`config.mk`:
```
export PLATFORM = sky130hd
export DESIGN_NAME = cmd_parser
export DESIGN_NICKNAME = d
export VERILOG_FILES = /design/src/source/harness_pkg.sv /design/src/source/cmd_parser.sv
export SDC_FILE = /design/constraint.sdc
export NUM_CORES = 1
export LEC_CHECK = 0
export BUFFER_PORTS_ARGS = -buffer_cell sky130_fd_sc_hd__buf_2
export CAP_MARGIN = 20
export CORE_MARGIN = 3
export CORE_UTILIZATION = 44
export DETAILED_ROUTE_END_ITERATION = 10
export PLACE_DENSITY = 0.74
export RECOVER_POWER = 50
export SLEW_MARGIN = 25
export SYNTH_ARGS = -nofsm -noshare
export SYNTH_HDL_FRONTEND = slang
export SYNTH_SLANG_ARGS = --single-unit
```
`constraint.sdc`:
```
create_clock -name clk -period 2.9 [get_ports clk]
set_input_delay 0.58 -clock clk [delete_from_list [all_inputs] [get_ports clk]]
set_output_delay 0.58 -clock clk [all_outputs]
set_load 0.01 [all_outputs]
```
`src/source/harness_pkg.sv`:
```
package harness_pkg;

    // Wishbone classic request as seen by the shared memory
    typedef struct packed {
        logic        cyc;
        logic        stb;
        logic        we;
        logic [31:0] addr;
        logic [31:0] data; // Write data
    } bus_req_t;

    // Reply path back to the requester
    typedef struct packed {
        logic        ack;
        logic [31:0] data; // Read data, valid with ack
    } bus_rsp_t;

    // Host command opcodes
    localparam logic [7:0] OP_WRITE   = 8'h01; // + 4 addr bytes + 4 data bytes
    localparam logic [7:0] OP_READ    = 8'h02; // + 4 addr bytes
    localparam logic [7:0] OP_RELEASE = 8'h03;
    localparam logic [7:0] OP_HOLD    = 8'h04;

    // Single byte answers
    localparam logic [7:0] RSP_OK  = 8'hAA;
    localparam logic [7:0] RSP_BAD = 8'hEE;

    // System reset stretch after rst_i falls
    localparam int RESET_CYCLES   = 20;
    localparam int RESET_CNT_BITS = $clog2(RESET_CYCLES + 1);

    // Word memory sizing, index taken from addr[11:2]
    localparam int MEM_WORDS     = 1024;
    localparam int MEM_ADDR_BITS = 10;

endpackage

```
`src/source/cmd_parser.sv`:
```
`timescale 1ns/100ps

module cmd_parser import harness_pkg::*; (
    input  logic       clk,
    input  logic       rst_i,
    input  logic [7:0] host_data_i,
    input  logic       host_valid_i,
    output logic       host_ready_o,
    output bus_req_t   bus_req_o,
    input  logic       bus_ack_i,
    input  logic       rsp_done_i,
    output logic [7:0] status_o,
    output logic       status_valid_o,
    output logic       core_release_o,
    output logic       core_hold_o
);

    typedef enum logic [2:0] {
        S_IDLE,   // One cycle out of reset, keeps ready low
        S_OPCODE,
        S_ADDR,
        S_DATA,
        S_BUS,    // Request held until ack
        S_WAIT    // Response bytes still going out
    } state_t;

    state_t      state_q;
    logic [1:0]  byte_cnt_q;
    logic        is_write_q;
    logic [31:0] addr_q;
    logic [31:0] data_q;
    logic        byte_take;

    assign host_ready_o = (state_q == S_OPCODE) || (state_q == S_ADDR) || (state_q == S_DATA);
    assign byte_take    = host_ready_o && host_valid_i;

    always_ff @(posedge clk) begin
        status_valid_o <= 1'b0;
        core_release_o <= 1'b0;
        core_hold_o    <= 1'b0;
        if (rst_i) begin
            state_q    <= S_IDLE;
            byte_cnt_q <= '0;
            is_write_q <= 1'b0;
        end else begin
            case (state_q)
                S_IDLE: state_q <= S_OPCODE;
                S_OPCODE: if (byte_take) begin
                    case (host_data_i)
                        OP_WRITE: begin
                            is_write_q <= 1'b1;
                            state_q    <= S_ADDR;
                        end
                        OP_READ: begin
                            is_write_q <= 1'b0;
                            state_q    <= S_ADDR;
                        end
                        OP_RELEASE: begin
                            core_release_o <= 1'b1;
                            status_o       <= RSP_OK;
                            status_valid_o <= 1'b1;
                            state_q        <= S_WAIT;
                        end
                        OP_HOLD: begin
                            core_hold_o    <= 1'b1;
                            status_o       <= RSP_OK;
                            status_valid_o <= 1'b1;
                            state_q        <= S_WAIT;
                        end
                        default: begin // Only the opcode byte is consumed
                            status_o       <= RSP_BAD;
                            status_valid_o <= 1'b1;
                            state_q        <= S_WAIT;
                        end
                    endcase
                end
                S_ADDR: if (byte_take) begin
                    byte_cnt_q <= byte_cnt_q + 2'd1; // Wraps back to zero after byte 3
                    if (byte_cnt_q == 2'd3) begin
                        state_q <= is_write_q ? S_DATA : S_BUS;
                    end
                end
                S_DATA: if (byte_take) begin
                    byte_cnt_q <= byte_cnt_q + 2'd1;
                    if (byte_cnt_q == 2'd3) begin
                        state_q <= S_BUS;
                    end
                end
                S_BUS: if (bus_ack_i) begin
                    // Read data goes to the builder straight from the bus reply
                    if (is_write_q) begin
                        status_o       <= RSP_OK;
                        status_valid_o <= 1'b1;
                    end
                    state_q <= S_WAIT;
                end
                S_WAIT: if (rsp_done_i) state_q <= S_OPCODE;
                default: state_q <= S_IDLE;
            endcase
        end
    end

    // Address and data arrive MSB first
    always_ff @(posedge clk) begin
        if (byte_take && state_q == S_ADDR) addr_q <= {addr_q[23:0], host_data_i};
        if (byte_take && state_q == S_DATA) data_q <= {data_q[23:0], host_data_i};
    end

    always_comb begin
        bus_req_o.cyc  = (state_q == S_BUS);
        bus_req_o.stb  = (state_q == S_BUS);
        bus_req_o.we   = is_write_q;
        bus_req_o.addr = addr_q;
        bus_req_o.data = data_q;
    end

    // Wishbone classic: a pending request must not move
    a_req_stable: assert property (
        @(posedge clk) disable iff (rst_i)
        (bus_req_o.stb && !bus_ack_i) |=> $stable(bus_req_o)
    );

endmodule

```
==> results.txt <==
- Core utilization of the finished layout: a little under three fifths
- Port-buffer cells: 85
* Summed instance area of the synthesized netlist: about 2700 um^2
- In this run the worst hold path is classified as register to register.
- Post-layout min period: between 2 and 2.5 ns
* Number of buffers between clock root and the deepest sink: 2
- Hold violation total from the final report: 0
- Max_slew headroom: between 40 and 50%
* Mean Syn Cell Area: approximately 17 um^2
- Number of max-slew violations in the final report: 0
* Worst min-delay path startpoint: data_q[2]$_DFFE_PP_
- In this run the core area contains 27 standard-cell rows.
* Number of vias per cell: 4.827
- The run finished with clean final reports.
- Overall power after layout: approximately 2.2 mW
- Max Fclk: around 490 MHz
* Final worst clock skew: approximately 0.0082 ns
- For flop-to-flop paths, the worst setup slack is 1.07 ns.
* End point of the worst hold path: data_q[10]$_DFFE_PP_
- The tightest hold path in the finished design has a slack of 0.4400 ns.
- Peak VDD IR: around 0.0003 V
* Final weighted congestion of routability-driven global placement: between 0.8 and 0.9
- Before CTS, the worst setup slack after placement is roughly 1.1 ns.
- From synthesis to final layout, the design area changed by 22.09%.
- Post-CTS timing repair inserted 0 buffers for setup.
* H-tree depth: 3
- Flops & latches, synth: 74
* Static leakage: between 1 and 1.5 nW
- Max-cap violations in this run came to 0.
* HPWL reported at the end of detailed placement: ~3300 um
- The cell count after synthesis came out at around 160.
* Post-CTS clock slew at the launch and capture registers of the worst setup and hold paths: roughly 0.07 ns
* Commonest non-fill, non-tap cell in the layout: edfxtp_1
- The repair_antennas step left the layout with diodes totalling 0.
- After synthesis, flip-flops and latches occupy between 80 and 90% of the total area.
- The worst register-to-register path begins at state_q[1]$_SDFFE_PP0P_.
- Required time of the worst setup path: 2.32 ns
* RSZ-0062 raised after global routing: false
- The number of global-route vias before repair is 1466.
* Number of instances resized during post-cts repair: 0
- Counting every sink on the clock net gives 74.
* Buffer type at the clock tree root: clkbuf_8
- Setup violations remaining at the end of the flow were counted as 0.
- STA puts the critical path data arrival time at 1.46 ns.
- Once the floorplan was initialized, standard cells occupied 46.72% of the core.
- Overall global routing resource usage: approximately 14%
* Layout cell share with drive strength beyond 1: 23.81%
- Number of primary I/O pins: 92
* Top library cells by usage in the layout, fill and taps aside: 65 x edfxtp_1, 47 x clkbuf_1, 40 x buf_2
- For the worst-skew pair, the clock arrives at the later sink with an insertion delay of 0.33 ns.
- Drt total wl: between 4000 and 5000 um
- Antenna violations before repair: 0
- Count of warnings emitted by yosys: 0
* Global-route congestion overflow total: 0
* Pin count of the biggest net entering global routing: 33
- TritonCTS built the clock tree.
* CTS Hold Buffers Added: 0
- The count of nets left with antenna violations once routing finished came out at 0.
- Pwr/cell area: 689.0 nW/um^2
- Actual slew at the worst max-slew pin: around 0.76 ns
- The die is 83.63 um tall.
* Critical path endpoint category: primary output
* Count of distinct cell types in the synthesized netlist: 31
- Final period util: 70.28%
* Total clock buffers created by CTS: 9
- The region available for standard cell placement spans 5675 um^2.
* Destination of the worst register-to-register timing path: addr_q[18]$_DFFE_PP_
* Overall die width: 83.63 um
- Kind of start point of the critical path: register
* First-pass iteration count of the detailed router: 4
* Post-layout worst setup margin: 0.8620 ns
- First-pass GRT wire length: roughly 7300 um
- Of all nets on the critical path, the largest fanout is 13.
- Across all layers, the routed design uses between 1500 and 2000 vias.
* Total negative slack: 0 ns
- Initial DRC count: 100
- Number of cells traversed by the worst register-to-register path: 4
- The worst hold path passes through 0 cells.
- Final net count: between 200 and 300
* Count of unresolved DRC violations after routing: 0
- The critical path in this run is classified as register to primary output.
* Overall die area: roughly 7000 um^2
- After detailed routing, the average wire length per cell comes to between 10 and 15 um.
## critical path, stage by stage (launching register included)
cell and delay [ns]:
dfxtp_1 0.57, nor3b_2 0.36, buf_2 0.19
## metal layers
layer | global-route usage (%) | vias up | part of all wire (%)
li1 | - | 752 | -
met1 | 15.97 | 728 | 41
met2 | 21.26 | 72 | 47
met3 | 4.837 | 12 | 8.0
met4 | 9.649 | 0 | 3.7
met5 | 0 | - | 0
## where the power goes
part / internal [mW] / switching, mW
logic: 0.0837 / 0.102
registers: 1.17 / 0.0449
clock network: 0.484 / 0.346
## cell usage after synthesis
cell	instances	share of area [%]
edfxtp_1	65	74
nand2_1	11	1.6
buf_4	10	2.8
dfxtp_1	9	6.8
nor2_1	9	1.3
a21oi_1	8	1.5
inv_1	4	0.57
o21ai_0	4	0.76
nand2b_1	3	0.71
nand3_1	3	0.57
nor2b_1	3	0.71
a31oi_1	2	0.47
and3_1	2	0.47
buf_2	2	0.38
clkbuf_1	2	0.28
conb_1	2	0.28
mux2i_1	2	0.76
nand4_1	2	0.47
nor3_1	2	0.38
nor3b_2	2	0.94
xor2_1	2	0.66
a221oi_1	1	0.33
a221oi_2	1	0.57
ha_1	1	0.47
nand3_2	1	0.38
nor2b_2	1	0.33
nor3b_1	1	0.28
nor4_1	1	0.24
nor4_4	1	0.80
o31ai_1	1	0.28
o32ai_1	1	0.33
## cell type report
class,instances,area (um^2)
Clock buffer,11,131.4
Clock inverter,5,78.83
Fill cell,489,2439
Inverter,4,15.01
Multi-Input combinational cell,71,405.4
Sequential cell,74,2132
Tap cell,72,90.09
Timing Repair Buffer,87,384.1
## sequential cells by signal, indices dropped and copies added, names as in the netlist
name,count
status_valid_o,1
core_hold_o,1
status_o,1
is_write_q,1
data_q,32
addr_q,32
core_release_o,1
byte_cnt_q,2
state_q,3
## worst max path at each step
stage / from / end / cells after the start / slack (ns)
2_1_floorplan: host_valid_i / addr_q[0]$_DFFE_PP_ / 3 / 0.13
3_3_place_gp: state_q[1]$_SDFFE_PP0P_ / addr_q[30]$_DFFE_PP_ / 4 / 1.14
3_5_place_dp: state_q[1]$_SDFFE_PP0P_ / addr_q[31]$_DFFE_PP_ / 4 / 1.11
4_1_cts: state_q[2]$_SDFFE_PP0P_ / bus_req_o[66] / 2 / 0.80
5_1_grt: state_q[2]$_SDFFE_PP0P_ / bus_req_o[65] / 2 / 0.74
6_report: state_q[2]$_SDFFE_PP0P_ / bus_req_o[66] / 2 / 0.86
## stage by stage
| stage | instances | cell area [um^2] |
|---|---|---|
| floorplan | 163 | 2666 |
| global placement | 308 | 3107 |
| detailed placement | 308 | 3107 |
| CTS | 324 | 3317 |
| global route | 324 | 3237 |
| finish | 324 | 3237 |
## kinds of logic (layout without fill, tap and decap cells)
kind of cell,after synthesis,count (layout),synth area share [%]
AOI/OAI and AO/OA,18,18,4.247
xor gates and xnor gates,2,2,0.6608
adders and majority gates,1,1,0.4718
buffers and inverters,18,107,4.058
DFF,74,74,80.42
muxes,2,2,0.7551
other,2,6,0.2833
and+or+nand+nor,42,42,9.108
Power figures use the tool's default switching activity.
