--- config.mk ---
export PLATFORM = sky130hd
export DESIGN_NAME = reset_sequencer
export DESIGN_NICKNAME = d
export VERILOG_FILES = /design/src/source/harness_pkg.sv /design/src/source/reset_sequencer.sv
export SDC_FILE = /design/constraint.sdc
export NUM_CORES = 1
export LEC_CHECK = 0
export BUFFER_PORTS_ARGS = -buffer_cell sky130_fd_sc_hd__clkbuf_2
export CORE_AREA = 2 2 39 41
export DETAILED_ROUTE_END_ITERATION = 10
export DIE_AREA = 0 0 41 43
export MAX_ROUTING_LAYER = met4
export PLACE_DENSITY_LB_ADDON = 0.1
export SLEW_MARGIN = 15
export SYNTH_ARGS = -nofsm -noshare
export SYNTH_HDL_FRONTEND = slang
export SYNTH_SLANG_ARGS = --single-unit
--- constraint.sdc ---
create_clock -name clk -period 3.1 [get_ports clk]
set_input_delay 0.31 -clock clk [delete_from_list [all_inputs] [get_ports clk]]
set_output_delay 0.31 -clock clk [all_outputs]
set_load 0.005 [all_outputs]
--- src/source/harness_pkg.sv ---
package harness_pkg;

    // Wishbone classic request as seen by the shared memory
    typedef struct packed {
        logic        cyc;
        logic        stb;
        logic        we;
        logic [31:0] addr;
        logic [31:0] data; // Write data
    } bus_req_t;

    // Reply path back to the requester
    typedef struct packed {
        logic        ack;
        logic [31:0] data; // Read data, valid with ack
    } bus_rsp_t;

    // Host command opcodes
    localparam logic [7:0] OP_WRITE   = 8'h01; // + 4 addr bytes + 4 data bytes
    localparam logic [7:0] OP_READ    = 8'h02; // + 4 addr bytes
    localparam logic [7:0] OP_RELEASE = 8'h03;
    localparam logic [7:0] OP_HOLD    = 8'h04;

    // Single byte answers
    localparam logic [7:0] RSP_OK  = 8'hAA;
    localparam logic [7:0] RSP_BAD = 8'hEE;

    // System reset stretch after rst_i falls
    localparam int RESET_CYCLES   = 20;
    localparam int RESET_CNT_BITS = $clog2(RESET_CYCLES + 1);

    // Word memory sizing, index taken from addr[11:2]
    localparam int MEM_WORDS     = 1024;
    localparam int MEM_ADDR_BITS = 10;

endpackage

--- src/source/reset_sequencer.sv ---
`timescale 1ns/100ps

module reset_sequencer import harness_pkg::*; (
    input  logic clk,
    input  logic rst_i,
    input  logic core_release_i, // One-cycle pulse from the parser
    input  logic core_hold_i,    // One-cycle pulse from the parser
    output logic sys_rst_o,
    output logic core_rst_o
);

    logic [RESET_CNT_BITS-1:0] rst_cnt_q;
    logic                      core_rst_q;

    // Counter reloads while rst_i is high, then runs down to zero
    always_ff @(posedge clk) begin
        if (rst_i) begin
            rst_cnt_q <= RESET_CNT_BITS'(RESET_CYCLES);
        end else if (rst_cnt_q != '0) begin
            rst_cnt_q <= rst_cnt_q - 1'b1;
        end
    end

    assign sys_rst_o = (rst_cnt_q != '0);

    // Core stays parked until the host explicitly lets it run
    always_ff @(posedge clk) begin
        if (rst_i || sys_rst_o) begin
            core_rst_q <= 1'b1;
        end else if (core_release_i) begin
            core_rst_q <= 1'b0;
        end else if (core_hold_i) begin
            core_rst_q <= 1'b1;
        end
    end

    assign core_rst_o = core_rst_q;

    // Parser issues at most one control action per command
    a_no_release_and_hold: assert property (
        @(posedge clk) disable iff (rst_i)
        !(core_release_i && core_hold_i)
    );

endmodule

==> impl_metrics.json, run 1 <==
{
  "status": "complete, no violations",
  "final_nets": 46,
  "synthCells": 30,
  "hold_viol": 0,
  "synth_top_family_by_area": "simple AND/OR/NAND/NOR gates",
  "post-place-ws_ns": 1.57,
  "relSlewSlack_pct": 70.9,
  "cts_tree": "built",
  "regArea_um2": 120,
  "cp.arrival_ns": 1.46,
  "viasPerCell": 4.22,
  "worstSetupEndpointType": "primary output",
  "cts-root-buf": "clkbuf_4",
  "netlist_top_cells_count": "dfxtp_1 (6), inv_1 (4), nor2_1 (4)",
  "yosysSeqAreaShare_pct": 38.7,
  "firstDrtPassIters": 2,
  "synth_compound_area_share_pct": 13.7,
  "grt_max_degree": 9,
  "areaGrowthSynthToFinish_pct": 21.8,
  "max_slew.worst_pin.slew_ns": 0.435,
  "ys.flop_type": "dfxtp_1",
  "tns_ns": 0,
  "cts_buffers": 3,
  "powerDensity_mw_per_mm2": 577,
  "synth_cell_type_count": 16,
  "cp.required_ns": 2.79,
  "crit_path_frequent_cell": "inv_1",
  "drc": 0,
  "critPathKind": "reg -> out",
  "skew_ns": 0.00268,
  "io-pin-count": 6,
  "synth_fp_nets": 36,
  "synthAdderAreaFrac_pct": 8.06,
  "htree_levels": 1,
  "cts_setup_buffers": 0,
  "clock_latency_ns": 0.24,
  "hold_path_class": "in -> reg",
  "track_usage_pct": 10.2,
  "cts_buffer_depth": 2,
  "fin_cells": 54,
  "coreArea_mm2": 0.00138,
  "antenna_found_initial": 0,
  "rsz0062_at_grt": "false",
  "yosys.area.top_type": "dfxtp_1",
  "n_fill_cell": 144,
  "antenna_left": 0,
  "path_clk_slew_ns": 0.05,
  "fp-row-count": 14,
  "worst_hold_slack_ns": 0.282,
  "cap_violations": 0,
  "async_reset_ff_share_pct": 0,
  "syn_avg_cell_area_um2": 10.3,
  "synthSimpleGateAreaFrac_pct": 21.4,
  "drive_above_1_share_pct": 34.2,
  "dp_hpwl_um": 436,
  "p_leak_nw": 0.150,
  "setup_ws_ns": 1.33,
  "synth_xor_area_share_pct": 2.82,
  "yosysMostFrequentCell": "dfxtp_1",
  "setup_viol": 0,
  "drtIter0Drc": 2,
  "placedCellCount": 51,
  "finalCritPeriodShare_pct": 57.0,
  "crit_path_start_kind": "flip-flop",
  "vias": 228,
  "netlist.area_leader.share_pct": 38.7,
  "grt_pass1_wl_um": 1080,
  "cts.sinks": 6,
  "die_h_um": 43,
  "ir_worst_vdd_uv": 162,
  "critPathTopFamily": "simple AND/OR/NAND/NOR gates",
  "min_period_ns": 1.77,
  "holdBufCountCts": 0,
  "synth_area_leaders": "dfxtp_1 (39%), ha_1 (8.1%), nor4b_4 (7.7%)",
  "synth_seq_cells": 6,
  "synth_edf_count": 0,
  "yosys_warnings": 0,
  "worstPathMaxFanout": 6,
  "critical-path-max-stage-delay_ns": 0.40,
  "maxSlewViolCount": 0,
  "worstPathCellList": "inv_1 > ha_1 > nor4b_4 > inv_1 > clkbuf_2",
  "crit_buf_inv": 3,
  "overflow": 0,
  "power_mw": 0.218,
  "first_global_vias": 256,
  "die_area_mm2": 0.00176,
  "synthMuxAreaShare_pct": 10.5,
  "routedWlPerCell_um": 10.6,
  "multi_input_area_um2": 175,
  "cts_resized": 0,
  "port_buffers": 5,
  "die_width_um": 41,
  "cp_slowest_cell": "nor4b_4",
  "synth_area_um2": 310,
  "start_util_pct": 22.4,
  "n_antenna_cell": 0,
  "wl_um": 573,
  "max_clock_freq_mhz": 566,
  "gp_congestion": 0.561
}
[power by group]
group	switching [mW]	leakage [nW]	internal, mW
sequential	0.0151	0.0496	0.0884
combinational	0.0159	0.0863	0.0239
clock	0.0307	0.0138	0.0440
[final timing paths]
| check | start | end | slack, ns | cells after the start |
|---|---|---|---|---|
| max | rst_cnt_q[0] | sys_rst_o | 1.33 | 5 |
| min | core_release_i | core_rst_o | 0.28 | 2 |
| max reg2reg | rst_cnt_q[0] | rst_cnt_q[1] | 1.59 | 4 |
| min reg2reg | core_rst_o | core_rst_o | 0.54 | 2 |
[sequential cells by signal, indices dropped and copies added, names as in the netlist]
| register | count |
|---|---|
| core_rst_o | 1 |
| rst_cnt_q | 5 |
[cell type report]
type / count / share of cell area (%)
clock buffer: 3 / 5.96
inverter: 4 / 3.97
multi-input combinational: 20 / 46.4
sequential: 6 / 31.8
tap: 16 / 5.30
timing repair buffer: 5 / 6.62
[cell families after synthesis]
| family | count (synthesis) |
|---|---|
| AND/OR/NAND/NOR | 9 |
| multiplexers | 3 |
| AO/OA/AOI/OAI | 5 |
| XOR/XNOR | 1 |
| adder cells (fa/ha/maj) | 2 |
| flip-flops | 6 |
| buffers and inverters | 4 |
[metal layers]
metal	vias up	GRT usage, %	share of wire [%]
li1	120	-	-
met1	101	11.9	51
met2	5	11.9	43
met3	2	4.71	4.2
met4	0	10.0	1.0
met5	-	-	0
[cells in the final DEF, fill, tap and decap left out]
cell type  count
dfxtp_1        6
clkbuf_2       5
inv_1          4
nor2_1         4
clkbuf_4       3
nor2b_1        2
mux2_2         2
ha_1           2
nor4b_4        1
o21ba_2        1
nor3b_1        1
mux2i_1        1
o211ai_1       1
o31ai_1        1
or4_1          1
a211oi_2       1
xnor2_1        1
o21ai_0        1
[per-stage QoR]
stage,util (%),area [um2]
final,27.3,378
after detailed placement,25.7,355
after global placement,25.7,355
after floorplan,-,310
after CTS,27.3,378
after global routing,27.3,378
(Power assumes the default switching activity.)
==> inputs of run 2 (changes only) <==
Clock period 3.1 ns to 1.52 ns, I/O delays scaled along.
==> impl_metrics.json, run 2 (same netlist as run 1, synthesis figures left out) <==
{
  "rr_startpoint": "rst_cnt_q[1]",
  "r2r-end": "rst_cnt_q[1]",
  "hold_viol": 0,
  "cts_buffers": 3,
  "n_fill_cell": 147,
  "cap_violations": 0,
  "cts-root-buf": "clkbuf_4",
  "largest-register": "rst_cnt_q",
  "n_antenna_cell": 0,
  "fp-row-count": 14,
  "multi_input_area_um2": 188,
  "cts.sinks": 6,
  "start_util_pct": 22.4,
  "layout_common_cells": "dfxtp_1 (5), clkbuf_2 (5), nor2_1 (4), buf_4 (4), clkbuf_4 (3)",
  "p_leak_nw": 0.171,
  "routedWlPerCell_um": 9.16,
  "antenna_found_initial": 0,
  "tns_ns": 0,
  "skew_ns": 0.00224,
  "drtIter0Drc": 3,
  "finalCritPeriodShare_pct": 94.2,
  "worst_hold_slack_ns": 0.118,
  "largest_reg_flops": 5,
  "busiest_layer": "met1",
  "ff2ff_setup_slack_ns": 0.18,
  "critPathCapture": "sys_rst_o",
  "io-pin-count": 6,
  "path_clk_slew_ns": 0.05,
  "cts_buffer_depth": 2,
  "max_clock_freq_mhz": 699,
  "final_area_um2": 422,
  "post-place-ws_ns": 0.188,
  "min_period_ns": 1.43,
  "port_buffers": 5,
  "setup_ws_ns": 0.0887,
  "final_nets": 50,
  "drive_above_1_share_pct": 50.0,
  "areaGrowthSynthToFinish_pct": 35.9,
  "coreArea_mm2": 0.00138,
  "status": "complete, no violations",
  "die_h_um": 43,
  "worstRegToRegCells": 5,
  "gp_congestion": 0.668,
  "powerDensity_mw_per_mm2": 1080,
  "crit_path_start_kind": "flip-flop",
  "regArea_um2": 121,
  "grt_util_met2_pct": 11.3,
  "cp.arrival_ns": 1.28,
  "maxSlewViolCount": 0,
  "grt_pass1_wl_um": 1010,
  "critPathKind": "reg -> out",
  "max_slew.worst_pin.slew_ns": 0.280,
  "first_global_vias": 248,
  "clock_latency_ns": 0.24,
  "drc": 0,
  "grt_max_degree": 9,
  "startpoint": "rst_cnt_q[1]",
  "relSlewSlack_pct": 81.3,
  "cp.required_ns": 1.37,
  "dp_hpwl_um": 407,
  "holdBufCountCts": 0,
  "wl_um": 531,
  "place_area_um2": 370,
  "die_area_mm2": 0.00176,
  "viasPerCell": 4.21,
  "track_usage_pct": 9.17,
  "grt_util_met1_pct": 11.3,
  "worstSetupEndpointType": "primary output",
  "die_width_um": 41,
  "vias": 244,
  "htree_levels": 1,
  "hold_path_class": "in -> reg",
  "use_met3_pct": 1.57,
  "overflow": 0,
  "firstDrtPassIters": 3,
  "worstPathMaxFanout": 4,
  "setup_viol": 0,
  "antenna_left": 0,
  "rsz0062_at_grt": "false",
  "ir_worst_vdd_uv": 344,
  "cts_tree": "built"
}
## run 2: cell count changes in the layout (fill, tap and decap cells not counted)
| cell | change |
|---|---|
| dfxtp_1 | -1 |
| inv_2 | +2 |
| ha_4 | +1 |
| dfxtp_2 | +1 |
| ha_1 | -1 |
| inv_1 | -2 |
| buf_4 | +4 |
## run 2: layer usage
layer	vias to the layer above	share of wire, %
li1	128	-
met1	111	49
met2	5	46
met3	0	4.1
met4	0	0
met5	-	0
## run 2: timing repair
| action | CTS | global route |
|---|---|---|
| pin swaps | 0 | 1 |
| buffers inserted | 2 | 0 |
| setup endpoints to repair | 1 | 1 |
| resized for setup | 0 | 5 |
| cloned | 0 | 0 |
| hold endpoints to repair | 0 | 0 |
## run 2: cell type report
cell class	count	share of cell area [%]
repair buffers	9	13.1
flip-flops and latches	6	28.8
inverters	4	3.56
well taps	16	4.75
multi-input cells	20	44.5
clock buffers	3	5.34
## run 2: through the flow
step	cells	power, mW	utilization, %
2_1_floorplan	30	0.273	-
3_3_place_gp	53	0.299	26.8
3_5_place_dp	53	0.301	26.8
4_1_cts	58	0.456	29.5
5_1_grt	58	0.492	30.5
6_report	58	0.457	30.5
## run 2: how the worst min path moves through the flow
stage,from,slack [ns],to,cells after the start
6_report,core_release_i,0.12,core_rst_o,2
3_5_place_dp,core_release_i,0.37,core_rst_o,2
2_1_floorplan,rst_i,0.22,rst_cnt_q[3],1
5_1_grt,core_release_i,0.13,core_rst_o,2
3_3_place_gp,core_release_i,0.37,core_rst_o,2
4_1_cts,core_release_i,0.11,core_rst_o,2
## run 2: worst max-delay path: stages (launching register included)
cell and delay, ns:
dfxtp_2 0.33, inv_2 0.08, ha_4 0.13, nor4b_4 0.21, buf_4 0.16, inv_1 0.03
clkbuf_2 0.10
## run 2: power by group
part | switching, mW | internal, mW
Sequential | 0.0287 | 0.181
Clock | 0.0586 | 0.0894
Combinational | 0.0398 | 0.0588
Total | 0.127 | 0.330
