[config.mk]
export PLATFORM = sky130hd
export DESIGN_NAME = bus_arbiter
export DESIGN_NICKNAME = d
export VERILOG_FILES = /design/src/source/harness_pkg.sv /design/src/source/bus_arbiter.sv
export SDC_FILE = /design/constraint.sdc
export NUM_CORES = 1
export LEC_CHECK = 0
export BUFFER_PORTS_ARGS = -buffer_cell sky130_fd_sc_hd__buf_2
export CAP_MARGIN = 20
export CORE_AREA = 5 5 114 116
export CTS_CLUSTER_DIAMETER = 60
export DETAILED_ROUTE_END_ITERATION = 8
export DIE_AREA = 0 0 119 121
export SLEW_MARGIN = 20
export SYNTH_ARGS = -nofsm -noshare
export SYNTH_HDL_FRONTEND = slang
export SYNTH_SLANG_ARGS = --single-unit
[constraint.sdc]
create_clock -name clk -period 1.52 [get_ports clk]
set_clock_uncertainty 0.1 [all_clocks]
set_input_delay 0.152 -clock clk [delete_from_list [all_inputs] [get_ports clk]]
set_output_delay 0.152 -clock clk [all_outputs]
set_load 0.1 [all_outputs]
[src/source/harness_pkg.sv]
package harness_pkg;

    // Wishbone classic request as seen by the shared memory
    typedef struct packed {
        logic        cyc;
        logic        stb;
        logic        we;
        logic [31:0] addr;
        logic [31:0] data; // Write data
    } bus_req_t;

    // Reply path back to the requester
    typedef struct packed {
        logic        ack;
        logic [31:0] data; // Read data, valid with ack
    } bus_rsp_t;

    // Host command opcodes
    localparam logic [7:0] OP_WRITE   = 8'h01; // + 4 addr bytes + 4 data bytes
    localparam logic [7:0] OP_READ    = 8'h02; // + 4 addr bytes
    localparam logic [7:0] OP_RELEASE = 8'h03;
    localparam logic [7:0] OP_HOLD    = 8'h04;

    // Single byte answers
    localparam logic [7:0] RSP_OK  = 8'hAA;
    localparam logic [7:0] RSP_BAD = 8'hEE;

    // System reset stretch after rst_i falls
    localparam int RESET_CYCLES   = 20;
    localparam int RESET_CNT_BITS = $clog2(RESET_CYCLES + 1);

    // Word memory sizing, index taken from addr[11:2]
    localparam int MEM_WORDS     = 1024;
    localparam int MEM_ADDR_BITS = 10;

endpackage

[src/source/bus_arbiter.sv]
`timescale 1ns/100ps

module bus_arbiter import harness_pkg::*; (
    input  logic     clk,
    input  logic     rst_i,
    input  bus_req_t host_req_i,
    output bus_rsp_t host_rsp_o,
    input  bus_req_t core_req_i,
    output bus_rsp_t core_rsp_o,
    output bus_req_t mem_req_o,
    input  bus_rsp_t mem_rsp_i
);

    logic busy_q;       // Grant locked until memory ack
    logic grant_core_q;
    logic last_core_q;  // Side served most recently
    logic host_want;
    logic core_want;
    logic pick_core;

    assign host_want = host_req_i.cyc && host_req_i.stb;
    assign core_want = core_req_i.cyc && core_req_i.stb;

    // On contention the side not served last wins
    assign pick_core = (host_want && core_want) ? !last_core_q : core_want;

    always_ff @(posedge clk) begin
        if (rst_i) begin
            busy_q       <= 1'b0;
            grant_core_q <= 1'b0;
            last_core_q  <= 1'b0;
        end else if (busy_q) begin
            if (mem_rsp_i.ack) begin
                busy_q      <= 1'b0;
                last_core_q <= grant_core_q;
            end
        end else if (host_want || core_want) begin
            busy_q       <= 1'b1;
            grant_core_q <= pick_core;
        end
    end

    always_comb begin
        mem_req_o = '0;
        if (busy_q) mem_req_o = grant_core_q ? core_req_i : host_req_i;
    end

    // Read data fans out, ack only to the granted side
    assign host_rsp_o = '{ack: mem_rsp_i.ack && busy_q && !grant_core_q, data: mem_rsp_i.data};
    assign core_rsp_o = '{ack: mem_rsp_i.ack && busy_q && grant_core_q, data: mem_rsp_i.data};

    // Granted side keeps its request up until the ack arrives
    a_grant_held: assert property (
        @(posedge clk) disable iff (rst_i)
        busy_q |-> (grant_core_q ? core_want : host_want)
    );

endmodule

==> results.json, run 1 <==
{
  "ant_nets": 0,
  "ys_ff_latch": 3,
  "htreeDepth": 1,
  "yosysWarningCount": 0,
  "reg2reg_from": "busy_q",
  "slew_violations": 0,
  "worst_slack_ps": -137,
  "cts.path.max_buffers": 2,
  "num_io_pins": 302,
  "cts_hold_buf": 0,
  "n_antenna_cell": 0,
  "clkSlewWorstSetupHoldPaths_ps": 30,
  "ir_drop_v": 0.000469,
  "grt_antenna_before_repair": 0,
  "cp_data_required_time_ps": 1270,
  "syn_inst": 229,
  "grt_max_degree": 40,
  "overflow": 0,
  "p_per_area_mw_per_mm2": 672,
  "hold_depth": 3,
  "core_sq_mm": 0.0118,
  "hold_end": "last_core_q",
  "hold_ws_ps": 137,
  "drt_pre_antenna_iters": 3,
  "port_buffers": 205,
  "syn_nets": 398,
  "hp-start": "rst_i",
  "clockRootBuffer": "clkbuf_16",
  "cp_max_fo": 8,
  "dieHeight_um": 121,
  "die_w_um": 119,
  "slowest_delay_ps": 370,
  "numCtsBuffers": 3,
  "rrSetupSlack_ps": 320,
  "dr_total_vias": 2075,
  "via_per_inst": 4.00,
  "syn_avg_cell_area_sq_um": 8.08,
  "reg2reg_to": "busy_q",
  "post-route-min-period_ps": 1660,
  "yosysSeqAreaShare_pct": 3.25,
  "synthToLayoutAreaGrowth_pct": 132,
  "dieArea_sq_mm": 0.0144,
  "place.detailed.hpwl_um": 6390,
  "critPathArrivalTime_ps": 1400,
  "min-delay-path-class": "input port to flop",
  "path_common_cell": "buf_12",
  "fp-row-count": 40,
  "crit_slowest_cell": "dfxtp_4",
  "violations": "setup timing",
  "final_hold_viol_count": 0,
  "rsz0062_at_grt": "true",
  "critical_path_class": "flop to output port",
  "start_util_pct": 15.7,
  "fin_crit_sh_pct": 109,
  "relSlewSlack_pct": 83.6,
  "maxCapViolCount": 0,
  "wl_um": 7980,
  "place_congestion": 0.698,
  "netlist_area_sq_mm": 0.00185,
  "cts_tree": "done",
  "fin_util_pct": 36.3,
  "rr_worst_depth": 3,
  "startpoint_type": "flop",
  "drive_above_1_share_pct": 87.1,
  "max_freq_ghz": 0.604,
  "drt_iter0_drc": 33,
  "path_cells": "buf_12 -> clkbuf_16 -> mux2i_4 -> nor2b_4 -> buf_12",
  "routedWlPerCell_um": 15.4,
  "ys_types": 18,
  "setup_viol": 68,
  "drc_errors": 0,
  "tightest_slew_ps": 243,
  "clock-sinks": 3,
  "status": "finished with violations",
  "grt_pass1_vias": 2258,
  "endpoint_kind": "output port",
  "p_total_mw": 2.88,
  "grt_use_total_pct": 9.38,
  "nNetsFinal": 542,
  "power.leakage_nw": 1.79,
  "grt_pass1_wl_um": 11200,
  "clock_latency_ps": 220
}
critical path, delay by kind of cell, from the launching register on:
kind,cells,cell delay (ps)
buffers and inverters,3,490
flip-flops,1,370
multiplexers,1,190
AND/OR/NAND/NOR,1,130
logic make-up after synthesis:
logic type / after synthesis / share of synthesized area, %
and+or+nand+nor: 74 / 24.9
muxes: 67 / 36.2
AOI/OAI and AO/OA: 4 / 1.89
DFF: 3 / 3.25
buffers and inverters: 81 / 33.7
worst max-delay path by stage:
stage,cells past startpoint,startpoint,end
floorplan,4,grant_core_q,mem_req_o[10]
CTS,4,grant_core_q,mem_req_o[1]
global route,5,grant_core_q,mem_req_o[30]
finish,5,grant_core_q,mem_req_o[3]
detailed placement,5,grant_core_q,mem_req_o[15]
global placement,5,grant_core_q,mem_req_o[15]
timing repair:
| action | CTS | global route |
|---|---|---|
| gates resized for setup | 27 | 21 |
| setup buffers | 5 | 1 |
| setup endpoints to repair | 67 | 68 |
| cloned | 1 | 2 |
metal layers:
metal | global-route usage [%] | routed length [um] | vias up
met5 | 0 | 0 | -
met4 | 3.40 | 224 | 0
met3 | 3.92 | 927 | 33
met2 | 18.9 | 4490 | 135
met1 | 8.14 | 2340 | 925
li1 | - | - | 982
cell usage after synthesis:
| library cell | instances | share of area, % |
|---|---|---|
| nor4bb_1 | 1 | 0.54 |
| a32o_1 | 1 | 0.54 |
| and3_1 | 2 | 0.68 |
| mux2i_1 | 67 | 36 |
| nand3b_1 | 1 | 0.41 |
| a21boi_0 | 1 | 0.41 |
| buf_4 | 64 | 26 |
| nand3_1 | 1 | 0.27 |
| dfxtp_1 | 3 | 3.2 |
| buf_6 | 9 | 5.5 |
| nor2_1 | 1 | 0.20 |
| nand2_1 | 1 | 0.20 |
| buf_8 | 1 | 0.81 |
| inv_1 | 1 | 0.20 |
| clkbuf_1 | 6 | 1.2 |
| o21a_1 | 1 | 0.41 |
| nor2b_1 | 67 | 23 |
| a221o_1 | 1 | 0.54 |
power by group:
part           internal [mW]  total [mW]  switching (mW)
combinational          0.989        2.38            1.39
clock                  0.346       0.411          0.0651
sequential            0.0849      0.0957          0.0108
total                   1.42        2.88            1.46
area by class of cell:
type,instances,area [sq um]
fill,1164,7520
multi-input combinational,145,1650
sequential,3,65.1
clock buffer,4,78.8
timing repair buffer,219,2310
tap,147,184
inverter,1,3.75
per-stage QoR:
step	TNS [ps]	worst slack [ps]	area, sq um	std cells
after global placement	0	66.6	3840	507
after detailed placement	0	59.2	3840	507
after CTS	-6840	-142	4140	517
after floorplan	-11360	-235	2120	229
after global routing	-10150	-189	4290	519
final	-6620	-137	4290	519
placed cells by master, fill, tap and decap left out:
master and n:
a21boi_0 1, a221o_1 1, a32o_1 1, and3_1 1
and3_2 1, buf_12 77, buf_16 1, buf_2 136
buf_4 2, buf_6 2, clkbuf_1 1, clkbuf_16 4
dfxtp_1 1, dfxtp_2 1, dfxtp_4 1, inv_1 1
mux2i_1 36, mux2i_2 20, mux2i_4 11, nand2_1 1
nand3_1 1, nand3b_1 1, nor2_2 1, nor2b_2 48
nor2b_4 19, nor4bb_1 1, o21a_1 1
flip-flops by register name, indices dropped and copies added (netlist names):
signal,flops
last_core_q,1
grant_core_q,1
busy_q,1
(Power assumes the default switching activity.)
==> run 2, diff against run 1 <==
Settings changed: CTS_CLUSTER_SIZE set to 12, HOLD_SLACK_MARGIN set to 0.15.
==> run 2 against run 1 <==
Effect of this change:
- the run still ends with setup timing left
- total power shrank 1.1%
- cell count shrank 0.19%
- setup slack lost 12 ps
- first-iteration DRC count grew 12%
- wire length shrank 4.2%
- utilization shrank 0.45 points
==> results.json, run 2 (same netlist as run 1, synthesis figures left out) <==
{
  "overflow": 0,
  "numCtsBuffers": 3,
  "status": "finished with violations",
  "clkSlewWorstSetupHoldPaths_ps": 30,
  "grt_max_degree": 40,
  "port_buffers": 205,
  "place_congestion": 0.698,
  "num_io_pins": 302,
  "relSlewSlack_pct": 83.6,
  "critPathArrivalTime_ps": 1420,
  "ant_nets": 0,
  "n_antenna_cell": 0,
  "core_sq_mm": 0.0118,
  "violations": "setup timing",
  "rsz0062_at_grt": "true",
  "drt_pre_antenna_iters": 3,
  "cts_tree": "done",
  "routedWlPerCell_um": 14.8,
  "start_util_pct": 15.7,
  "slew_violations": 0,
  "grt_antenna_before_repair": 0,
  "grt_pass1_vias": 2249,
  "drive_above_1_share_pct": 86.5,
  "min-delay-path-class": "input port to flop",
  "wl_um": 7650,
  "dr_total_vias": 2057,
  "dieArea_sq_mm": 0.0144,
  "htreeDepth": 1,
  "startpoint_type": "flop",
  "crit_slowest_cell": "dfxtp_4",
  "place.detailed.hpwl_um": 6390,
  "wl_met3_um": 924,
  "via_per_inst": 3.97,
  "die_w_um": 119,
  "p_total_mw": 2.85,
  "grt_use_total_pct": 9.34,
  "fp-row-count": 40,
  "drc_errors": 0,
  "worst_slack_ps": -149,
  "mostFrequentLayoutCell": "buf_2",
  "maxCapViolCount": 0,
  "final_hold_viol_count": 0,
  "wl_met1_um": 2210,
  "critical_path_class": "flop to output port",
  "dieHeight_um": 121,
  "max_freq_ghz": 0.599,
  "post-route-min-period_ps": 1670,
  "top_regs": "busy_q: 1 flops, grant_core_q: 1 flops, last_core_q: 1 flops",
  "clock-sinks": 3,
  "setup_viol": 65,
  "ir_drop_v": 0.000484,
  "tightest_slew_ps": 243,
  "cp_max_fo": 32,
  "cp_data_required_time_ps": 1270,
  "endpoint_kind": "output port",
  "dpl_worst_slack_ps": 59.2,
  "wl_met2_um": 4290,
  "slowest_delay_ps": 380,
  "topRoutingLayerUsed": "met4",
  "nNetsFinal": 541,
  "clock_latency_ps": 220,
  "synthToLayoutAreaGrowth_pct": 129,
  "path_cells": "buf_16 -> mux2i_2 -> nor2b_4 -> buf_12",
  "cts.path.max_buffers": 2,
  "clockRootBuffer": "clkbuf_16",
  "final_cell_mix": "buf_2 (136), buf_12 (75), nor2b_2 (48), mux2i_1 (37), mux2i_2 (23)",
  "p_per_area_mw_per_mm2": 673,
  "fin_crit_sh_pct": 110,
  "drt_iter0_drc": 37,
  "power.leakage_nw": 1.78,
  "grt_pass1_wl_um": 11200
}
==> run 2: cell types whose count changed in the layout (fill, tap and decap cells not counted), sizes merged <==
| cell | change |
|---|---|
| buf | -2 |
| dlygate4sd3 | +1 |
==> run 2: layer usage <==
metal  vias up  global-route usage, %
li1        978                      -
met1       915                   8.11
met2       131                   18.8
met3        33                   3.92
met4         0                   3.40
met5         -                      0
==> run 2: worst max-delay path, delay by kind of cell, from the launching register on <==
family        cells  cell delay (ps)
flops             1              380
mux               1              310
simple gates      1               70
buf+inv           2              400
==> run 2: area by class of cell <==
cell class                 instances  area, sq um
tap                              147          184
timing repair buffer             218         2300
inverter                           1         3.75
fill                            1169         7570
clock buffer                       4         78.8
multi-input combinational        145         1610
sequential                         3         65.1
==> run 2: path summary, 6_finish.rpt <==
kind	to	depth (start not counted)	slack, ps	from
worst min-delay path	grant_core_q	3	180	host_req_i[65]
worst max register to register	busy_q	3	320	busy_q
worst max-delay path	mem_req_o[56]	4	-150	grant_core_q
worst min register to register	grant_core_q	2	410	last_core_q
==> run 2: timing repair <==
| action | 4_1_cts | 5_1_grt |
|---|---|---|
| hold buffers | 1 | 0 |
| cloned | 1 | 1 |
| endpoints found under the hold margin | 1 | 0 |
| setup endpoints to repair | 67 | 68 |
| setup buffers | 5 | 0 |
| gates resized for setup | 27 | 13 |
==> run 2: power breakdown <==
part,internal [mW],switching [mW]
Sequential,0.0849,0.00877
Clock,0.346,0.0651
Combinational,0.972,1.37
==> run 2: through the flow <==
step	setup TNS [ps]	instances	cell area [sq um]	hold WS, ps	util, %
global route	-9860	518	4240	193	35.9
detailed placement	0	507	3840	205	32.5
floorplan	-11360	229	2120	223	-
global placement	0	507	3840	205	32.5
CTS	-6840	518	4150	178	35.1
finish	-6590	518	4240	176	35.9
