<file path="src/source/harness_pkg.sv">
package harness_pkg;

    // Wishbone classic request as seen by the shared memory
    typedef struct packed {
        logic        cyc;
        logic        stb;
        logic        we;
        logic [31:0] addr;
        logic [31:0] data; // Write data
    } bus_req_t;

    // Reply path back to the requester
    typedef struct packed {
        logic        ack;
        logic [31:0] data; // Read data, valid with ack
    } bus_rsp_t;

    // Host command opcodes
    localparam logic [7:0] OP_WRITE   = 8'h01; // + 4 addr bytes + 4 data bytes
    localparam logic [7:0] OP_READ    = 8'h02; // + 4 addr bytes
    localparam logic [7:0] OP_RELEASE = 8'h03;
    localparam logic [7:0] OP_HOLD    = 8'h04;

    // Single byte answers
    localparam logic [7:0] RSP_OK  = 8'hAA;
    localparam logic [7:0] RSP_BAD = 8'hEE;

    // System reset stretch after rst_i falls
    localparam int RESET_CYCLES   = 20;
    localparam int RESET_CNT_BITS = $clog2(RESET_CYCLES + 1);

    // Word memory sizing, index taken from addr[11:2]
    localparam int MEM_WORDS     = 1024;
    localparam int MEM_ADDR_BITS = 10;

endpackage

</file>
<file path="src/source/resp_builder.sv">
`timescale 1ns/100ps

module resp_builder import harness_pkg::*; (
    input  logic       clk,
    input  logic       rst_i,
    input  bus_rsp_t   read_rsp_i,
    input  logic       read_pending_i,  // Host command in flight is a read
    input  logic [7:0] status_i,
    input  logic       status_valid_i,
    output logic [7:0] rsp_data_o,
    output logic       rsp_valid_o,
    input  logic       rsp_ready_i,
    output logic       done_o
);

    logic [31:0] shift_q;
    logic [2:0]  left_q;    // Bytes still to send
    logic        read_load;
    logic        byte_out;

    assign read_load = read_rsp_i.ack && read_pending_i;
    assign byte_out  = rsp_valid_o && rsp_ready_i;

    always_ff @(posedge clk) begin
        done_o <= 1'b0;
        if (rst_i) begin
            left_q <= '0;
        end else if (read_load) begin
            left_q <= 3'd4;
        end else if (status_valid_i) begin
            left_q <= 3'd1;
        end else if (byte_out) begin
            left_q <= left_q - 3'd1;
            done_o <= (left_q == 3'd1); // Last byte accepted
        end
    end

    // Payload, MSB first out of the top byte
    always_ff @(posedge clk) begin
        if (read_load) begin
            shift_q <= read_rsp_i.data;
        end else if (status_valid_i) begin
            shift_q <= {status_i, 24'h0};
        end else if (byte_out) begin
            shift_q <= {shift_q[23:0], 8'h0};
        end
    end

    assign rsp_data_o  = shift_q[31:24];
    assign rsp_valid_o = (left_q != '0);

    // Parser waits for done, so nothing new may arrive mid response
    a_load_when_empty: assert property (
        @(posedge clk) disable iff (rst_i)
        (read_load || status_valid_i) |-> (left_q == '0)
    );

endmodule

</file>
<file path="config.mk">
export PLATFORM = sky130hd
export DESIGN_NAME = resp_builder
export DESIGN_NICKNAME = d
export VERILOG_FILES = /design/src/source/harness_pkg.sv /design/src/source/resp_builder.sv
export SDC_FILE = /design/constraint.sdc
export NUM_CORES = 1
export LEC_CHECK = 0
export ABC_AREA = 1
export ABC_CLOCK_PERIOD_IN_PS = 3400
export BUFFER_PORTS_ARGS = -buffer_cell sky130_fd_sc_hd__buf_2
export CAP_MARGIN = 25
export CORE_MARGIN = 3
export CORE_UTILIZATION = 30
export DETAILED_ROUTE_END_ITERATION = 8
export PLACE_DENSITY = 0.6
export SKIP_LAST_GASP = 1
export SYNTH_ARGS = -nofsm -noshare
export SYNTH_HDL_FRONTEND = slang
export SYNTH_SLANG_ARGS = --single-unit
export TNS_END_PERCENT = 100
</file>
<file path="constraint.sdc">
create_clock -name clk -period 3.4 [get_ports clk]
set_input_delay 0.68 -clock clk [delete_from_list [all_inputs] [get_ports clk]]
set_output_delay 0.68 -clock clk [all_outputs]
set_load 0.02 [all_outputs]
</file>
==> results of run 1 <==
[logic make-up after synthesis]
kind of cell	Yosys count	synth area share, %
adder cells (fa/ha/maj)	3	2.14
AND/OR/NAND/NOR	100	23.7
buffers and inverters	33	10.4
AO/OA/AOI/OAI	11	4.56
flip-flops	36	59.2
[cells in the mapped netlist]
cell / number
nand2_1: 57
edfxtp_1: 32
nand3_1: 22
nor2_1: 19
inv_1: 15
buf_4: 10
a31oi_1: 8
buf_2: 5
dfxtp_1: 4
ha_1: 3
buf_6: 2
a21oi_1: 1
a21oi_2: 1
a21oi_4: 1
inv_2: 1
nand2_4: 1
nand3_2: 1
[per-stage QoR]
stage	hold slack (ns)	power (W)	area [um2]	utilization, %	setup WS, ns
3_3_place_gp	0.497	0.000700	2010	36.0	1.38
3_5_place_dp	0.501	0.000702	2010	36.0	1.33
2_1_floorplan	0.477	0.000667	1760	-	1.21
5_1_grt	0.527	0.00103	2090	37.5	1.41
6_report	0.514	0.000971	2090	37.5	1.53
4_1_cts	0.515	0.000989	2090	37.5	1.49
[cell type report]
class	instances	area, um2
Tap cell	72	90.1
Timing Repair Buffer	56	283
Fill cell	594	3490
Multi-Input combinational cell	114	534
Inverter	16	60.1
Sequential cell	36	1040
Clock inverter	1	3.75
Clock buffer	7	76.3
[critical path, stage by stage (launching register included)]
cell     delay [ns]
dfxtp_1        0.36
inv_1          0.09
ha_1           0.22
nand2_1        0.08
buf_2          0.16
[state kept, by name, summed over array words and instances (netlist names)]
signal	flops
done_o	1
left_q	3
shift_q	32
[power by group through the flow]
stage          Clock [W]  Combinational [W]  Sequential, W
2_1_floorplan          0           0.000110       0.000557
3_3_place_gp           0           0.000142       0.000558
3_5_place_dp           0           0.000144       0.000559
4_1_cts         0.000296           0.000144       0.000549
5_1_grt         0.000312           0.000161       0.000554
6_report        0.000281           0.000142       0.000549
[how the worst max path moves through the flow]
stage / slack, ns / to / depth (start not counted) / start
after floorplan: 1.21 / shift_q[0] / 4 / read_pending_i
after global placement: 1.38 / shift_q[6] / 4 / read_rsp_i[32]
final: 1.53 / rsp_valid_o / 4 / left_q[0]
after detailed placement: 1.33 / shift_q[6] / 4 / read_rsp_i[32]
after global routing: 1.41 / rsp_valid_o / 4 / left_q[0]
after CTS: 1.49 / rsp_valid_o / 4 / left_q[0]
[per-layer routing]
| layer | routed length, um | share of wire, % | track usage [%] |
|---|---|---|---|
| met5 | 0 | 0 | 0 |
| met4 | 55 | 1.7 | 4.90 |
| met3 | 332 | 10 | 4.34 |
| met2 | 1460 | 44 | 16.4 |
| met1 | 1440 | 44 | 11.7 |
==> results.yml, run 1 <==
floorplan:
  io_pins: 56
  core-area_um2: 5570
  die_x_um: 82.6
  rows: 27
  initial_core_util_pct: 31.5
  die_area_um2: 6810
  die_y_um: 82.6
synth:
  yosys.area.top_type: "edfxtp_1"
  synth_cells: 183
  synth.avg_cell_area_um2: 9.61
  synth_area_um2: 1760
  ys_top_cells_by_area: "edfxtp_1 (55%), nand2_1 (12%), nand3_1 (6.3%)"
  ys_ff_latch: 36
  syn-num-nets: 232
  yosysTopAreaCellShare_pct: 54.7
  yosysSeqAreaShare_pct: 59.2
  ys_types: 17
  ys_warn_count: 0
pwr:
  ir_drop_v: 0.000186
  power_frac_clock_pct: 28.9
  switchingPower_w: 0.000238
  seqPwrFrac_pct: 56.5
  power.leakage_nw: 0.992
  internal-power_w: 0.000733
  power.density_nw_per_um2: 465
  p_sw_share_pct: 24.5
  p_comb_share_pct: 14.6
drt:
  wl_um: 3280
  drtPass1Iterations: 4
  drtIter0Drc: 75
  dr_total_vias: 1244
  ant_nets: 0
  route.detailed.drc: 0
  vias_per_cell: 4.12
  wl_per_cell_um: 10.9
timing:
  setup_viol: 0
  rsz0062_at_grt: "false"
  period_share_pct: 55.1
  finClkSkew_ns: 0.00392
  slew_headroom_pct: 67.4
  fmax_ghz: 0.533
  layout_min_cycle_time_ns: 1.87
  setup_tns_ns: 0
  finalHoldViolCount: 0
  slew_violations: 0
  tightest_slew_ns: 0.487
clock_tree:
  htreeDepth: 2
  cts_resized: 0
  cts_setup_buffers: 0
  cts_tree: "done"
  cts_hold_buf: 0
  cts_root_buffer: "clkbuf_8"
  clock_sinks: 36
  cts_inserted_buffers: 5
  clk_latency_ns: 0.28
  clk_pin_slew_worst_paths_ns: 0.07
  clk_path_buf_depth: 2
layout:
  antennaDiodeCount: 0
  syn_to_final_growth_pct: 18.8
  mostFrequentLayoutCell: "nand2_1"
  finalNonFillerCells: 302
  drive_gt1_share_pct: 28.7
  nets: 278
  final_cell_mix: "nand2_1 (57), buf_2 (55), edfxtp_1 (32)"
worst_setup_path:
  crit_fanout: 3
  ff2ff_path_depth: 6
  path_class: "flop to output pin"
  r2r_slack_ns: 1.70
  cp-start-kind: "flop"
  crit_arrival_ns: 1.19
  worstReg2RegStart: "left_q[0]"
  cp_data_required_time_ns: 2.72
  endpoint_kind: "output pin"
  r2r-end: "shift_q[14]"
min_path:
  hold_class: "flop to flop"
  min_path_cells: 2
  hp-start: "shift_q[4]"
  min_to: "shift_q[12]"
global_route:
  grt_pass1_wl_um: 5040
  grt_max_degree: 33
  grt_pass1_vias: 1148
  gr-total-overflow: 0
  antenna_found_initial: 0
  grt_usage_pct: 10.2
job:
  cap_violations: 0
outcome:
  outcome: "completed"
placed_design:
  gp_congestion: 0.659
  post-place-cells: 294
  port_buffers: 55
  dp_hpwl_um: 2370
Power figures use the tool's default switching activity.
==> inputs of run 2 (changes only) <==
--- a/config.mk
+++ b/config.mk
@@ -6,13 +6,13 @@
 export NUM_CORES = 1
 export LEC_CHECK = 0
 export ABC_AREA = 1
-export ABC_CLOCK_PERIOD_IN_PS = 3400
+export ABC_CLOCK_PERIOD_IN_PS = 1600
 export BUFFER_PORTS_ARGS = -buffer_cell sky130_fd_sc_hd__buf_2
 export CAP_MARGIN = 25
 export CORE_MARGIN = 3
 export CORE_UTILIZATION = 30
 export DETAILED_ROUTE_END_ITERATION = 8
-export PLACE_DENSITY = 0.6
+export PLACE_DENSITY = 0.62
 export SKIP_LAST_GASP = 1
 export SYNTH_ARGS = -nofsm -noshare
 export SYNTH_HDL_FRONTEND = slang
==> constraint.sdc (replaced) <==
create_clock -name clk -period 1.6 [get_ports clk]
set_input_delay 0.32 -clock clk [delete_from_list [all_inputs] [get_ports clk]]
set_output_delay 0.32 -clock clk [all_outputs]
set_load 0.02 [all_outputs]
==> run 2 against run 1 <==
Register-to-register slack got worse by 1.6 ns. Clock skew rose by 0.0028 ns. Flip-flop and latch count did not move. Via count rose by 3.5%. Critical path depth did not move. Final area rose by 3.1%. Count of clock-buffer cells in the layout did not move. Sequential power rose by 110%. Worst hold slack got worse by 0.18 ns. Critical endpoint unchanged. Largest power group unchanged. Highest routed layer unchanged.
==> results.yml, run 2 (synthesized netlist as in run 1, its figures left out) <==
worst_setup_path:
  crit_buf_inv: 2
  worstReg2RegStart: "left_q[0]"
  ff2ff_path_depth: 5
  cp_cell_sequence: "inv_1 -> ha_1 -> nand2_1 -> buf_2"
  cp_data_required_time_ns: 1.28
  crit_fanout: 3
  cpLargestDelayFamily: "flip-flops"
  r2r_slack_ns: 0.15
  path_class: "flop to output pin"
  crit_arrival_ns: 1.22
  cp-start-kind: "flop"
  cp_slowest_cell: "dfxtp_1"
  slowest_delay_ns: 0.36
  endpoint_kind: "output pin"
  r2r-end: "shift_q[1]"
timing:
  worst_slack_ns: 0.0638
  setup_tns_ns: 0
  period_share_pct: 96.0
  slew_violations: 0
  rsz0062_at_grt: "true"
  finalHoldViolCount: 0
  setup_viol: 0
  finClkSkew_ns: 0.00673
  layout_min_cycle_time_ns: 1.54
  fmax_ghz: 0.651
  tightest_slew_ns: 0.438
  whs_ns: 0.329
  slew_headroom_pct: 70.7
placed_design:
  port_buffers: 55
  dp_hpwl_um: 2490
  gp_congestion: 0.687
  pre_cts_ws_ns: 0.0531
drt:
  vias_per_cell: 4.19
  wl_um: 3510
  wl_per_cell_um: 11.4
  route.detailed.drc: 0
  dr_total_vias: 1287
  drtPass1Iterations: 4
  ant_nets: 0
  drtIter0Drc: 41
min_path:
  min_to: "done_o"
  hold_class: "input port to flop"
  hp-start: "rst_i"
  min_path_cells: 4
layout:
  antennaDiodeCount: 0
  nets: 283
  syn_to_final_growth_pct: 22.5
  drive_gt1_share_pct: 31.5
  largest_register: "shift_q"
  top_regs: "shift_q x32, left_q x3, done_o x1"
  largest_reg_flops: 32
  final_cell_mix: "nand2_1 (55), buf_2 (55), edfxtp_1 (32)"
  final_util_pct: 38.6
clock_tree:
  clk_pin_slew_worst_paths_ns: 0.07
  cts_root_buffer: "clkbuf_8"
  cts_inserted_buffers: 5
  htreeDepth: 2
  cts_resized: 0
  clock_sinks: 36
  cts_hold_buf: 0
  clk_latency_ns: 0.28
  cts_setup_buffers: 0
  cts_tree: "done"
  clk_path_buf_depth: 2
global_route:
  antenna_found_initial: 0
  grt_max_degree: 33
  gr-total-overflow: 0
  grt_pass1_vias: 1221
  grt_pass1_wl_um: 5290
  grt_usage_pct: 10.5
floorplan:
  die_area_um2: 6810
  io_pins: 56
  die_y_um: 82.6
  rows: 27
  core-area_um2: 5570
  die_x_um: 82.6
  initial_core_util_pct: 31.5
pwr:
  power.density_nw_per_um2: 975
  ir_drop_v: 0.000367
  finalPower_w: 0.00210
  power.leakage_nw: 1.02
  internal-power_w: 0.00157
  switchingPower_w: 0.000528
  p_comb_share_pct: 15.7
  seqPwrFrac_pct: 55.6
  p_sw_share_pct: 25.2
  power_frac_clock_pct: 28.8
job:
  cap_violations: 0
outcome:
  outcome: "completed"
run 2: cell type report:
class                           instances  area, um2
Tap cell                               72       90.1
Multi-Input combinational cell        116        576
Timing Repair Buffer                   59        305
Clock buffer                            7       76.3
Fill cell                             591       3420
Sequential cell                        36       1040
Inverter                               16       60.1
Clock inverter                          1       5.00
run 2: through the flow:
stage                     area [um2]  cells
after floorplan                 1770    183
after detailed placement        2050    297
final                           2150    307
after CTS                       2130    305
after global routing            2150    307
after global placement          2050    297
run 2: routing by layer:
layer,GRT usage (%),vias up,wire length (um)
li1,-,698,-
met2,17.1,49,1640
met1,12.1,536,1490
met5,0,-,0
met3,4.77,4,353
met4,4.41,0,26
run 2: tightest hold or removal path: stages:
cell	delay [ns]
buf_2	0.07
inv_1	0.07
nand2_1	0.07
nor2_1	0.04
run 2: power by group through the flow:
stage / combinational [W] / clock (W) / sequential, W
after floorplan: 0.000241 / 0 / 0.00118
after global placement: 0.000314 / 0 / 0.00118
after detailed placement: 0.000319 / 0 / 0.00119
after CTS: 0.000320 / 0.000632 / 0.00117
after global routing: 0.000370 / 0.000680 / 0.00117
final: 0.000329 / 0.000604 / 0.00117
run 2: worst max path at each step:
stage                              to  cells past startpoint  startpoint
after floorplan            shift_q[0]                      5   left_q[0]
after global placement     shift_q[6]                      5   left_q[0]
after detailed placement  shift_q[14]                      5   left_q[0]
after CTS                  shift_q[1]                      5   left_q[0]
after global routing      rsp_valid_o                      4   left_q[0]
final                     rsp_valid_o                      4   left_q[0]
==> inputs of run 3 (changes only) <==
--- a/config.mk
+++ b/config.mk
@@ -13,6 +13,7 @@
 export CORE_UTILIZATION = 30
 export DETAILED_ROUTE_END_ITERATION = 8
 export PLACE_DENSITY = 0.62
+export REMOVE_ABC_BUFFERS = 1
 export SKIP_LAST_GASP = 1
 export SYNTH_ARGS = -nofsm -noshare
 export SYNTH_HDL_FRONTEND = slang
==> run 3 against run 2 <==
Core utilization down 0.25 points. Cell count decreased by 0.33%. Sequential share of layout area is 0.31 points higher. Critical endpoint unchanged. Largest power group unchanged.
==> results.yml, run 3 (synthesized netlist as in run 1, its figures left out) <==
timing:
  fmax_ghz: 0.673
  setup_viol: 0
  worst_slack_ns: 0.114
  slew_violations: 0
  layout_min_cycle_time_ns: 1.49
  period_share_pct: 92.9
  slew_headroom_pct: 81.7
  finClkSkew_ns: 0.00368
  rsz0062_at_grt: "false"
  tightest_slew_ns: 0.274
  finalHoldViolCount: 0
floorplan:
  rows: 27
  core-area_um2: 5570
  die_y_um: 82.6
  die_x_um: 82.6
  io_pins: 56
  die_area_um2: 6810
  initial_core_util_pct: 31.5
worst_setup_path:
  cpLargestDelayFamily: "flip-flops"
  crit_buf_inv: 2
  r2r_slack_ns: 0.12
  ff2ff_path_depth: 6
  path_class: "flop to output pin"
  cp_data_required_time_ns: 1.28
  cp-start-kind: "flop"
  crit_fanout: 3
  worstReg2RegStart: "left_q[0]"
  slowest_delay_ns: 0.36
  crit_start: "left_q[0]"
  crit_arrival_ns: 1.17
  cp_slowest_cell: "dfxtp_1"
  r2r-end: "shift_q[29]"
  cp_cell_sequence: "inv_1 -> ha_1 -> nand2_1 -> buf_4"
  endpoint_kind: "output pin"
min_path:
  hp-start: "read_rsp_i[5]"
  hold_class: "input port to flop"
  min_to: "shift_q[5]"
  min_path_cells: 3
layout:
  top_regs: "shift_q x32, left_q x3, done_o x1"
  nets: 283
  drive_gt1_share_pct: 30.8
  antennaDiodeCount: 0
  syn_to_final_growth_pct: 21.7
  mostFrequentLayoutCell: "nand2_1"
  finalNonFillerCells: 306
  nFillCells: 567
  largest_register: "shift_q"
  final_cell_mix: "nand2_1 (56), buf_2 (54), edfxtp_1 (32)"
  largest_reg_flops: 32
clock_tree:
  clock_sinks: 36
  cts_tree: "done"
  clk_path_buf_depth: 2
  cts_setup_buffers: 0
  cts_root_buffer: "clkbuf_8"
  clk_latency_ns: 0.28
  cts_inserted_buffers: 5
  htreeDepth: 2
  clk_pin_slew_worst_paths_ns: 0.06
drt:
  vias_per_cell: 4.20
  drtPass1Iterations: 4
  route.detailed.drc: 0
  wl_per_cell_um: 10.6
  drtIter0Drc: 59
  wl_um: 3250
  ant_nets: 0
  dr_total_vias: 1286
placed_design:
  post-place-cells: 299
  port_buffers: 55
  dp_hpwl_um: 2460
  gp_congestion: 0.766
  pre_cts_ws_ns: 0.0853
global_route:
  grt_pass1_vias: 1168
  grt_usage_pct: 10.6
  grt_pass1_wl_um: 5180
  gr-total-overflow: 0
  antenna_found_initial: 0
  grt_max_degree: 27
pwr:
  power.leakage_nw: 1.02
  finalPower_w: 0.00206
  power.density_nw_per_um2: 962
  ir_drop_v: 0.000435
job:
  cap_violations: 0
outcome:
  outcome: "completed"
run 3: cell count changes in the layout (fill, tap and decap cells not counted), sizes merged:
cell,change
nand2,-2
clkinv,+1
buf,+2
clkbuf,-2
run 3: worst reg2reg max path, cell delays in order (launching register included):
cell and delay [ns]:
dfxtp_1 0.36, inv_1 0.08, ha_1 0.22, nand2_1 0.09, nand2_1 0.12, nand2_2 0.14, buf_4 0.18
run 3: layout make-up:
type                            instances  area, um2  area share (%)
Multi-Input combinational cell        114        537            25.1
Tap cell                               72       90.1            4.21
Clock inverter                          2       7.51           0.351
Inverter                               16       60.1            2.81
Clock buffer                            5       68.8            3.22
Timing Repair Buffer                   61        335            15.7
Sequential cell                        36       1040            48.7
run 3: power breakdown:
part	internal [W]	switching, W
Clock	0.000287	0.000282
Sequential	0.00114	0.0000246
Combinational	0.000131	0.000193
run 3: repair_timing:
item                       in CTS  in global routing
resized for setup               0                  2
setup endpoints to repair       0                 33
hold buffers                    0                  0
run 3: per-stage QoR:
stage          hold slack (ns)  utilization, %  instance area (um2)  setup TNS [ns]
4_1_cts                  0.317            38.3                 2130               0
6_report                 0.329            38.4                 2140               0
3_3_place_gp             0.495            36.9                 2060               0
5_1_grt                  0.331            38.4                 2140               0
2_1_floorplan            0.477               -                 1640          -14.61
3_5_place_dp             0.499            36.9                 2060               0
run 3: worst max-delay path by stage:
stage	endpoint	slack, ns	depth (start not counted)
after floorplan	shift_q[0]	-0.46	5
after global placement	shift_q[29]	0.10	6
after detailed placement	shift_q[24]	0.09	6
after CTS	shift_q[24]	0.07	6
after global routing	rsp_valid_o	0.001	4
final	rsp_valid_o	0.11	4
run 3: metal layers:
layer,routed length [um],up-vias,track usage [%]
met4,68,0,5.39
met5,0,-,0
met3,290,8,3.47
met2,1530,48,16.9
li1,-,695,-
met1,1350,535,12.6
